===== src/common/soc_mem_pkg.sv =====
package soc_mem_pkg;

    // data word and byte lanes
    localparam int DATA_WIDTH = 32;
    localparam int BE_WIDTH   = DATA_WIDTH / 8;

    // two banks of 256 words
    localparam int N_BANKS         = 2;
    localparam int BANK_WORDS      = 256;
    localparam int BANK_ADDR_WIDTH = $clog2(BANK_WORDS);

    // global word address, top bit picks the bank
    localparam int WORD_ADDR_WIDTH = BANK_ADDR_WIDTH + $clog2(N_BANKS);

    typedef logic [DATA_WIDTH-1:0]      data_t;
    typedef logic [BE_WIDTH-1:0]        be_t;
    typedef logic [WORD_ADDR_WIDTH-1:0] word_addr_t;
    typedef logic [BANK_ADDR_WIDTH-1:0] bank_addr_t;

    // master side request, travels next to a req bit
    typedef struct packed {
        word_addr_t addr;
        logic       we;    // 1 = write, 0 = read
        be_t        be;
        data_t      wdata;
    } mem_req_t;

    // what a bank rw port sees once the bank bit is stripped
    typedef struct packed {
        bank_addr_t addr;
        logic       we;
        be_t        be;
        data_t      wdata;
    } bank_req_t;

endpackage


===== src/interconnect/data_xbar.sv =====
`timescale 1ns/1ps

module data_xbar
    import soc_mem_pkg::*;
(
    input  logic                       clk_i,
    input  logic                       reset,

    // masters: 0 = wishbone bridge, 1 = core data port
    input  logic      [1:0]            m_req_i,
    input  mem_req_t  [1:0]            m_req_data_i,
    output logic      [1:0]            m_gnt_o,
    output logic      [1:0]            m_rvalid_o,
    output data_t     [1:0]            m_rdata_o,

    // bank rw ports
    output logic      [N_BANKS-1:0]    bank_cs_o,
    output bank_req_t [N_BANKS-1:0]    bank_req_o,
    input  data_t     [N_BANKS-1:0]    bank_rdata_i
);

    localparam int N_MASTERS = 2;

    logic [N_MASTERS-1:0] m_bank;                 // target bank per master
    logic [N_MASTERS-1:0] want [N_BANKS];         // per bank request vector
    logic [N_BANKS-1:0]   winner;                 // granted master per bank
    logic [N_BANKS-1:0]   last_gnt_q;             // last granted master per bank
    logic [N_MASTERS-1:0] rvalid_q;
    logic [N_MASTERS-1:0] bank_sel_q;             // bank that served each master

    always_comb begin
        for (int m = 0; m < N_MASTERS; m++) begin
            m_bank[m] = m_req_data_i[m].addr[WORD_ADDR_WIDTH-1];
        end

        for (int b = 0; b < N_BANKS; b++) begin
            for (int m = 0; m < N_MASTERS; m++) begin
                want[b][m] = m_req_i[m] && (int'(m_bank[m]) == b);
            end

            // round robin on conflict, otherwise whoever asks
            if (&want[b]) begin
                winner[b] = ~last_gnt_q[b];
            end else begin
                winner[b] = want[b][1];
            end

            bank_cs_o[b]        = |want[b];
            bank_req_o[b].addr  = m_req_data_i[winner[b]].addr[BANK_ADDR_WIDTH-1:0];
            bank_req_o[b].we    = m_req_data_i[winner[b]].we;
            bank_req_o[b].be    = m_req_data_i[winner[b]].be;
            bank_req_o[b].wdata = m_req_data_i[winner[b]].wdata;
        end

        for (int m = 0; m < N_MASTERS; m++) begin
            m_gnt_o[m] = m_req_i[m] && (winner[m_bank[m]] == 1'(m));
        end
    end

    always_ff @(posedge clk_i) begin
        if (reset) begin
            last_gnt_q <= '1; // master 0 goes first
            rvalid_q   <= '0;
        end else begin
            for (int b = 0; b < N_BANKS; b++) begin
                if (bank_cs_o[b]) begin
                    last_gnt_q[b] <= winner[b];
                end
            end
            rvalid_q <= m_gnt_o; // reads and writes both answer
        end
    end

    always_ff @(posedge clk_i) begin
        for (int m = 0; m < N_MASTERS; m++) begin
            if (m_gnt_o[m]) begin
                bank_sel_q[m] <= m_bank[m];
            end
        end
    end

    assign m_rvalid_o = rvalid_q;

    always_comb begin
        for (int m = 0; m < N_MASTERS; m++) begin
            m_rdata_o[m] = bank_rdata_i[bank_sel_q[m]];
        end
    end

endmodule


===== config.mk =====
export PLATFORM = sky130hd
export DESIGN_NAME = data_xbar
export DESIGN_NICKNAME = d
export VERILOG_FILES = /design/src/common/soc_mem_pkg.sv /design/src/interconnect/data_xbar.sv
export SDC_FILE = /design/constraint.sdc
export NUM_CORES = 1
export LEC_CHECK = 0
export BUFFER_PORTS_ARGS = -buffer_cell sky130_fd_sc_hd__buf_2
export CAP_MARGIN = 10
export CELL_PAD_IN_SITES_DETAIL_PLACEMENT = 0
export CELL_PAD_IN_SITES_GLOBAL_PLACEMENT = 1
export CORE_AREA = 2 2 123 125
export DETAILED_ROUTE_END_ITERATION = 7
export DIE_AREA = 0 0 125 127
export PLACE_DENSITY = 0.76
export SYNTH_ARGS = -nofsm -noshare
export SYNTH_HDL_FRONTEND = slang
export SYNTH_SLANG_ARGS = --single-unit

===== constraint.sdc =====
create_clock -name clk_i -period 3.4 [get_ports clk_i]
set_input_delay 0.34 -clock clk_i [delete_from_list [all_inputs] [get_ports clk_i]]
set_output_delay 0.34 -clock clk_i [all_outputs]
set_load 0.005 [all_outputs]

==> metrics.cfg <==
[place]
hpwl_um=9360
gpl.final_weighted_congestion=0.805
numPortBuffers=319

[timing]
final-hold-violation-count=0
tightestPinTransition_ps=628
finClkSkew_ps=2.58
setup_viol=0
finalSetupTns_ps=0
unrepaired_setup_endpoints_after_global_routing=false
finalCriticalPeriod_ps=2330
layout_worst_path_cycle_share_pct=68.5
slew-limit-headroom_pct=58.1
fmax_mhz=429
timing.final.max_slew_violations=0

[power]
power.density_cell_area_nw_per_um2=202
worst_vdd_rail_ir_drop_mv=0.115
power.leakage_uw=0.00225
p_switching_uw=272
power.sequential.fraction_pct=9.9
power.clock.fraction_pct=23.3
comb_power_share_pct=66.9
cell_internal_pwr_uw=560
switch_share_pct=32.7

[synth]
gate_count_of_the_mapped_netlist=201
syn-mean-instance-area_um2=11.7
synth.cell_area_um2=2340
synth-edff-count=2
async_flop_share_pct=0
post_synthesis_sequential_element_count=6
ys.warnings.count=0
netlist-cell-type-count=27
synth_nets=361
synth-seq-area-share_pct=5.98
postSynth.topFlopCell=sky130_fd_sc_hd__dfxtp_1

[setup_path]
required_ps=3060
setup.worst_path.start_class=flop
crit_chain=a31o_4, buf_4, mux2_4, buf_2
critical_path.max_fanout=31
cp_slowest_stage_delay_ps=550
arrival_ps=1990
crit_slowest_cell=sky130_fd_sc_hd__a31o_4
path_class=flop to output pin
worstSetupEndpointType=output pin

[floorplan]
row_count=44
fp.dieW_um=125
io_pins=320
initial_utilization_pct=16.2
core_area_um2=14400
fp.dieArea_um2=15900
dieHeight_um=127

[finish]
nNetsFinal=672
fraction_of_final_layout_cells_sized_beyond_drive_strength_1_pct=93.5
finalCoreUtilization_pct=28.5
layout_stage_area_growth_over_the_synthesis_result_pct=75.4
antenna-diode-count=0

[detailed_routing]
drt-pass1-iter-count=4
drtAntennaViolNets=0
postRouteWirelength_um=10700
drtIter0Drc=16
dr_total_vias=2900
viasPerCell=4.18
post_drt_wl_per_cell_um=15.4
route.detailed.drc=0

[grt]
grt_overflow_total=0
antenna_found_initial=1
grt_pass1_wl_um=15600
grt_start_max_net_pins=47
globalRouteTotalUtil_pct=12.1
via_count_of_the_first_global_routing_pass=2906

[clock_network]
number_of_clock_buffers_inserted_by_tritoncts=3
cts_buffer_depth=2
clock_latency_ps=230
cts_tree=built
post_cts_setup_repair_bufs=0
h-tree-depth=1
worst_setup_hold_path_clk_slew_ps=40
number_of_gates_resized_after_cts=0
num_clock_sinks=6
cts-root-buf=sky130_fd_sc_hd__clkbuf_16
postCtsHoldBufs=0

[flow_run]
cap_violations=0

[worst_hold_path]
hp-class=input port to flop

[run_status]
outcome=finished clean

==> critical path, delay by kind of cell (launching register included) <==
| kind | cells | cell delay (ps) |
|---|---|---|
| flip-flops | 1 | 400 |
| AO/OA/AOI/OAI | 1 | 550 |
| multiplexers | 1 | 320 |
| buffers and inverters | 2 | 450 |
==> layer usage <==
layer | GRT usage [%] | up-vias | routed length [µm]
met5 | 0 | - | 0
met4 | 0.784 | 0 | 32
met3 | 4.94 | 4 | 1310
met2 | 23.0 | 191 | 5340
met1 | 13.1 | 1316 | 3980
li1 | - | 1389 | -
==> stage by stage <==
stage	instance area, µm²	setup slack [ps]	total power, µW	hold slack [ps]	instances
floorplan	2340	1880	366	416	201
finish	4110	1070	832	337	694
detailed placement	4040	1170	647	552	691
global route	4110	992	889	343	694
global placement	4040	1200	645	548	691
CTS	4110	1060	848	335	694
==> area by class of cell <==
type	count	area (µm²)
clock buffers	3	75.1
fillers	1597	10300
inverters	1	3.75
multi-input cells	177	2030
flip-flops and latches	6	140
well taps	184	230
repair buffers	323	1630
==> placed cells by master, fill, tap and decap left out, drive strengths merged <==
cell type  instances
buf              323
dfxtp              4
a21boi             1
and2b              1
nand2              7
mux2             154
o31ai              1
nand4              1
or3                1
edfxtp             2
nor2               1
clkbuf             3
o21ai              2
a31o               1
inv                1
nor3b              1
nand3b             1
a21o               1
nand2b             2
a21oi              1
a211o              1
==> logic make-up (layout without fill, tap and decap cells) <==
family / count (synthesis) / count (layout) / synth area share, %
AOI/OAI and AO/OA: 8 / 8 / 2.35
buffers and inverters: 18 / 327 / 7.58
DFF: 6 / 6 / 5.98
muxes: 154 / 154 / 80.2
and+or+nand+nor: 15 / 15 / 3.84
==> cells in the mapped netlist (all sizes together) (2+ instances only) <==
| cell | number | area (µm²) |
|---|---|---|
| o21ai | 2 | 10.0 |
| dfxtp | 4 | 80.1 |
| mux2 | 154 | 1880 |
| nand2b | 2 | 12.5 |
| nand2 | 7 | 36.3 |
| buf | 15 | 166 |
| edfxtp | 2 | 60.1 |
| clkbuf | 2 | 7.51 |
==> state kept, by name, indices dropped and copies added, names as in the netlist <==
name and count:
m_rvalid_o 2, bank_sel_q 2, last_gnt_q 2
==> final timing paths <==
kind | startpoint | endpoint | slack, ps | cells past startpoint
setup / recovery | last_gnt_q[1] | bank_req_o[82] | 1070 | 4
hold / removal | reset | m_rvalid_o[1] | 340 | 2
setup reg to reg | last_gnt_q[0] | bank_sel_q[1] | 1980 | 3
hold reg to reg | last_gnt_q[0] | last_gnt_q[0] | 550 | 2
==> power by group through the flow <==
stage | clock, µW | combinational [µW] | sequential [µW]
2_1_floorplan | 0 | 283 | 82.6
3_3_place_gp | 0 | 562 | 83.0
3_5_place_dp | 0 | 564 | 83.1
4_1_cts | 199 | 567 | 82.1
5_1_grt | 200 | 606 | 82.6
6_report | 193 | 556 | 82.1
Note: power is estimated with default switching activity, not from simulation.
