<file path="config.mk">
export PLATFORM = sky130hd
export DESIGN_NAME = instr_read_port
export DESIGN_NICKNAME = d
export VERILOG_FILES = /design/src/common/soc_mem_pkg.sv /design/src/interconnect/instr_read_port.sv
export SDC_FILE = /design/constraint.sdc
export NUM_CORES = 1
export LEC_CHECK = 0
export BUFFER_PORTS_ARGS = -buffer_cell sky130_fd_sc_hd__buf_2
export CAP_MARGIN = 10
export CORE_MARGIN = 2
export CORE_UTILIZATION = 29
export DETAILED_ROUTE_END_ITERATION = 8
export HOLD_SLACK_MARGIN = 0.12
export PLACE_DENSITY = 0.91
export REMOVE_ABC_BUFFERS = 1
export SETUP_SLACK_MARGIN = 0.1
export SLEW_MARGIN = 20
export SYNTH_ARGS = -nofsm -noshare
export SYNTH_HDL_FRONTEND = slang
export SYNTH_SLANG_ARGS = --single-unit
</file>
<file path="constraint.sdc">
create_clock -name clk_i -period 1.8 [get_ports clk_i]
set_input_delay 0.36 -clock clk_i [delete_from_list [all_inputs] [get_ports clk_i]]
set_output_delay 0.36 -clock clk_i [all_outputs]
set_load 0.05 [all_outputs]
</file>
<file path="src/common/soc_mem_pkg.sv">
package soc_mem_pkg;

    // data word and byte lanes
    localparam int DATA_WIDTH = 32;
    localparam int BE_WIDTH   = DATA_WIDTH / 8;

    // two banks of 256 words
    localparam int N_BANKS         = 2;
    localparam int BANK_WORDS      = 256;
    localparam int BANK_ADDR_WIDTH = $clog2(BANK_WORDS);

    // global word address, top bit picks the bank
    localparam int WORD_ADDR_WIDTH = BANK_ADDR_WIDTH + $clog2(N_BANKS);

    typedef logic [DATA_WIDTH-1:0]      data_t;
    typedef logic [BE_WIDTH-1:0]        be_t;
    typedef logic [WORD_ADDR_WIDTH-1:0] word_addr_t;
    typedef logic [BANK_ADDR_WIDTH-1:0] bank_addr_t;

    // master side request, travels next to a req bit
    typedef struct packed {
        word_addr_t addr;
        logic       we;    // 1 = write, 0 = read
        be_t        be;
        data_t      wdata;
    } mem_req_t;

    // what a bank rw port sees once the bank bit is stripped
    typedef struct packed {
        bank_addr_t addr;
        logic       we;
        be_t        be;
        data_t      wdata;
    } bank_req_t;

endpackage

</file>
<file path="src/interconnect/instr_read_port.sv">
`timescale 1ns/1ps

module instr_read_port
    import soc_mem_pkg::*;
(
    input  logic                   clk_i,
    input  logic                   reset,

    // fetch side
    input  logic                   instr_req_i,
    input  word_addr_t             instr_addr_i,
    output logic                   instr_gnt_o,
    output logic                   instr_rvalid_o,
    output data_t                  instr_rdata_o,

    // bank read-only ports
    output logic   [N_BANKS-1:0]   bank_rcs_o,
    output bank_addr_t             bank_raddr_o,
    input  data_t  [N_BANKS-1:0]   bank_rdata_i
);

    logic rvalid_q;
    logic bank_q; // bank of the outstanding fetch

    assign instr_gnt_o  = instr_req_i; // never stalls
    assign bank_raddr_o = instr_addr_i[BANK_ADDR_WIDTH-1:0];

    always_comb begin
        for (int b = 0; b < N_BANKS; b++) begin
            bank_rcs_o[b] = instr_req_i && (int'(instr_addr_i[WORD_ADDR_WIDTH-1]) == b);
        end
    end

    always_ff @(posedge clk_i) begin
        if (reset) begin
            rvalid_q <= 1'b0;
        end else begin
            rvalid_q <= instr_req_i;
        end
    end

    always_ff @(posedge clk_i) begin
        if (instr_req_i) begin
            bank_q <= instr_addr_i[WORD_ADDR_WIDTH-1];
        end
    end

    assign instr_rvalid_o = rvalid_q;
    assign instr_rdata_o  = bank_rdata_i[bank_q];

endmodule

</file>
==> results.ini, run 1 <==
[global_route]
grt_max_degree=16
use_met1=0.120
antenna_found_initial=0
gr-usage-met2=0.302
top_usage_layer=met2
use_met3=0.0600
grt_overflow=0
grt_pass1_wl_um=3050
track_usage=0.147
grt_pass1_vias=791

[worst_setup_path]
worstPathRequired_ps=1440
crit_type=register to output pin
worstPathArrival_ps=1400
critPathCaptureType=output pin
startpoint_type=register
path_max_fanout=15

[sta]
finalCriticalPeriod_ps=1760
setup_viol=0
hold_violations=0
setup_tns_ps=0
whs_ps=286
fmaxAchievable_mhz=569
worstMarginPinSlew_ps=258
rsz0062_at_grt=true
period_share=0.977
slew_headroom=0.829
drv_slew=0

[final_layout]
multiInputGateArea_um2=492
syn2layout_area_growth_pct=108
stdcell_count=178
n_fill_cell=176
mostFrequentLayoutCells=buf_2 (71), buf_6 (32), mux2_4 (30)
num_antenna_cells=0
mostFrequentLayoutCell=buf_2
nNetsFinal=227
seq_area_um2=50.0
drive_above_1_share=0.960

[placed_design]
gp_congestion=0.669
dp.cells=170
dp_hpwl_um=1800
io_buffer_count=103

[pwr]
power_mw=0.843
cellPowerDensity_nw_per_um2=596
p_leak_nw=0.819
ir_drop_mv=0.567

[routing]
drtPass1Iterations=5
viasPerCell=4.46
detail_route.iter0.violations=3
wl_per_cell_um=12.5
wl_um=2230
vias=793
ant_nets=0
drc=0

[synthesis]
syn_inst=50
syn_area_um2=681
yosys_warnings=0
ys_seq_area_frac=0.0735
ys_ff_latch=2
synth_cell_types=9
syn_area_per_cell_um2=13.6

[min_path]
hold_path.class=input pin to register
hold_start=reset
holdPathEnd=instr_rvalid_o
hold_depth=2

[outcome]
outcome=complete, no violations

[cts]
cts_tree=yes
ctsHoldBuffers=0
cts.sinks=2
ctsHtreeMaxLevel=1
clk_pin_slew_ps=40
clockBufferDepth=2
clock-root-buffer=clkbuf_4
numCtsBuffers=3

[floorplanning]
pin_count=120
coreArea_um2=2210
initial_core_util=0.308
die_area_um2=2750
rows=17
die_w_um=52.4
die_y_um=52.4

[flow_run]
maxCapViolCount=0

-- per-stage QoR --
stage	util	instance area [um2]	setup slack, ps
after floorplan	-	542	-437
after global routing	0.639	1410	5.89
after CTS	0.621	1370	36.3
final	0.639	1410	42.0
after detailed placement	0.506	1120	239
after global placement	0.506	1120	258
-- cells by family after synthesis --
logic type / Yosys count / share of synthesized area
multiplexers: 32 / 0.695
flip-flops: 2 / 0.0735
buffers and inverters: 13 / 0.204
AND/OR/NAND/NOR: 3 / 0.0276
-- cell usage after synthesis --
master	n	share of area
buf_6	1	0.017
mux2_4	30	0.66
buf_4	9	0.099
mux2_2	2	0.033
dfxtp_1	1	0.029
edfxtp_1	1	0.044
nor2b_1	2	0.018
buf_12	3	0.088
and2_1	1	0.0092
-- sequential cells by signal, summed over array words and instances, names as in the netlist --
signal          count
instr_rvalid_o      1
bank_q              1
-- routing by layer --
metal  routed length, um  vias to the layer above  share of wire
li1                    -                      373              -
met1                 639                      345           0.29
met2                1280                       73           0.57
met3                 293                        2           0.13
met4                  17                        0         0.0076
met5                   0                        -              0
-- power breakdown --
part	internal (mW)	switching [mW]
sequential	0.0514	0.00105
clock	0.0832	0.0367
combinational	0.308	0.363
-- cell type report --
| class | instances | share of cell area |
|---|---|---|
| timing repair buffer | 109 | 0.573 |
| sequential | 2 | 0.0354 |
| multi-input combinational | 35 | 0.348 |
| tap | 28 | 0.0248 |
| clock buffer | 4 | 0.0186 |
-- what timing repair did --
action	in CTS	in global routing
resized for setup	61	4
gates cloned	1	1
setup endpoints to repair	30	32
setup buffers	2	0
endpoints found under the hold margin	0	0
-- worst max path at each step --
stage	cells after the start	to	start	slack, ps
6_report	4	instr_rdata_o[26]	bank_q	40
2_1_floorplan	1	instr_rdata_o[29]	bank_q	-440
3_5_place_dp	3	instr_rdata_o[29]	bank_q	240
4_1_cts	4	instr_rdata_o[12]	bank_q	40
5_1_grt	4	instr_rdata_o[15]	bank_q	6
3_3_place_gp	3	instr_rdata_o[29]	bank_q	260
-- worst max-delay path, stage by stage, from the launching register on --
cell and delay (ps):
edfxtp_1 370, buf_4 170, buf_16 160, mux2_4 310, buf_6 150
Note: power is estimated with default switching activity, not from simulation.
==> run 2, diff against run 1 <==
--- a/config.mk
+++ b/config.mk
@@ -8,10 +8,10 @@
 export BUFFER_PORTS_ARGS = -buffer_cell sky130_fd_sc_hd__buf_2
 export CAP_MARGIN = 10
 export CORE_MARGIN = 2
-export CORE_UTILIZATION = 29
+export CORE_UTILIZATION = 24
 export DETAILED_ROUTE_END_ITERATION = 8
 export HOLD_SLACK_MARGIN = 0.12
-export PLACE_DENSITY = 0.91
+export PLACE_DENSITY = 0.81
 export REMOVE_ABC_BUFFERS = 1
 export SETUP_SLACK_MARGIN = 0.1
 export SLEW_MARGIN = 20
==> constraint.sdc (replaced) <==
create_clock -name clk_i -period 1.5 [get_ports clk_i]
set_input_delay 0.3 -clock clk_i [delete_from_list [all_inputs] [get_ports clk_i]]
set_output_delay 0.3 -clock clk_i [all_outputs]
set_load 0.05 [all_outputs]
==> results.ini, run 2 (synthesized netlist as in run 1, its figures left out) <==
[final_layout]
num_antenna_cells=0  ; unchanged
n_fill_cell=256  ; +45%
syn2layout_area_growth_pct=111
mostFrequentLayoutCell=buf_2
stdcell_count=181  ; +1.7%
fin_area_um2=1440  ; +1.5%
mostFrequentLayoutCells=buf_2 (71), mux2_4 (32), buf_6 (32)
nNetsFinal=227  ; unchanged
drive_above_1_share=0.960  ; unchanged
postLayoutCoreUtil=0.525  ; -0.114

[routing]
drc=0  ; unchanged
detail_route.iter0.violations=0  ; -3
vias=788  ; -0.63%
drtPass1Iterations=1  ; -4
wl_per_cell_um=14.4  ; +15%
wl_um=2610  ; +17%
ant_nets=0  ; unchanged
viasPerCell=4.35  ; -2.3%

[worst_setup_path]
crit_type=register to output pin
startpoint_type=register
cp_slowest_cell=edfxtp_1
path_max_fanout=9  ; -6
crit_chain=buf_4 > clkbuf_16 > mux2_4 > buf_6
worstPathRequired_ps=1200  ; -240 ps
critPathMaxStageDelay_ps=370  ; about the same
worstPathArrival_ps=1400  ; about the same
crit_buf_inv=3  ; unchanged
crit_family=buffers and inverters
crit_cells=4  ; unchanged
critPathCaptureType=output pin

[sta]
setup_viol=32  ; +32
rsz0062_at_grt=true
fmaxAchievable_mhz=589
period_share=1.13
setup_tns_ps=-5850  ; -5850 ps
hold_violations=0  ; unchanged
worstMarginPinSlew_ps=255  ; -2.94 ps
slew_headroom=0.831  ; +0.00194
drv_slew=0  ; unchanged
worst_slack_ps=-199  ; -241 ps
finalCriticalPeriod_ps=1700

[placed_design]
post-place-ws_ps=-21.9  ; -261 ps
io_buffer_count=103  ; unchanged
place_area_um2=1120  ; +0.34%
gp_congestion=0.727  ; +8.7%
dp_hpwl_um=2060  ; +15%
dp.cells=173  ; +1.8%

[flow_run]
maxCapViolCount=0  ; unchanged

[floorplanning]
pin_count=120  ; unchanged
die_w_um=57.3  ; +9.2%
die_area_um2=3280  ; +19%
coreArea_um2=2730  ; +24%
initial_core_util=0.249  ; -0.0587
die_y_um=57.3  ; +9.2%
rows=19  ; +2

[pwr]
ir_drop_mv=0.491  ; -13%
p_leak_nw=0.831  ; +1.6%
cellPowerDensity_nw_per_um2=711  ; +19%

[cts]
numCtsBuffers=3  ; unchanged
cts.sinks=2  ; unchanged
ctsHtreeMaxLevel=1  ; unchanged
clock-root-buffer=clkbuf_4
clk_pin_slew_ps=40  ; about the same
ctsHoldBuffers=0  ; unchanged
clockBufferDepth=2  ; unchanged
cts_tree=yes

[outcome]
outcome=finished, violations left
violations=setup timing

[global_route]
grt_max_degree=19  ; +3
grt_pass1_vias=811  ; +2.5%
antenna_found_initial=0  ; unchanged
grt_overflow=0  ; unchanged
track_usage=0.140  ; -0.00636
grt_pass1_wl_um=3530  ; +16%

[min_path]
hold_depth=2  ; unchanged
hold_path.class=input pin to register

[run 2: changes by cell type in the layout (fill, tap and decap cells not counted), sizes merged]
cell	previous run	this run
buf	108	107
clkbuf	5	6
[run 2: area by class of cell]
type / count / area, um2 / area share
Timing Repair Buffer: 109 / 821 / 0.572
Multi-Input combinational cell: 35 / 499 / 0.348
Sequential cell: 2 / 50.0 / 0.0349
Tap cell: 31 / 38.8 / 0.0270
Clock buffer: 4 / 26.3 / 0.0183
[run 2: per-layer routing]
| layer | up-vias | share of wire | global-route usage |
|---|---|---|---|
| li1 | 372 | - | - |
| met1 | 360 | 0.31 | 0.118 |
| met2 | 56 | 0.55 | 0.271 |
| met3 | 0 | 0.14 | 0.0794 |
| met4 | 0 | 0 | 0.0498 |
| met5 | - | 0 | 0 |
[run 2: repair_timing]
action,in CTS,in global routing
resized for setup,39,44
setup buffers,0,2
endpoints found under the setup margin,32,32
gates cloned,0,2
[run 2: per-stage QoR]
stage | total power, mW | hold WS (ps)
2_1_floorplan | 0.550 | 372
3_3_place_gp | 0.721 | 455
3_5_place_dp | 0.727 | 473
4_1_cts | 0.945 | 228
5_1_grt | 1.07 | 231
6_report | 1.02 | 238
[run 2: path summary, 6_finish.rpt]
check	from	end	slack, ps
setup / recovery	bank_q	instr_rdata_o[17]	-200
hold / removal	reset	instr_rvalid_o	240
[run 2: report_power, final]
group | total, mW | switching [mW] | internal, mW | leakage (nW)
logic | 0.816 | 0.441 | 0.375 | 0.798
registers | 0.0629 | 0.00121 | 0.0617 | 0.0181
clock network | 0.142 | 0.0422 | 0.0996 | 0.0150
total | 1.02 | 0.484 | 0.537 | 0.831
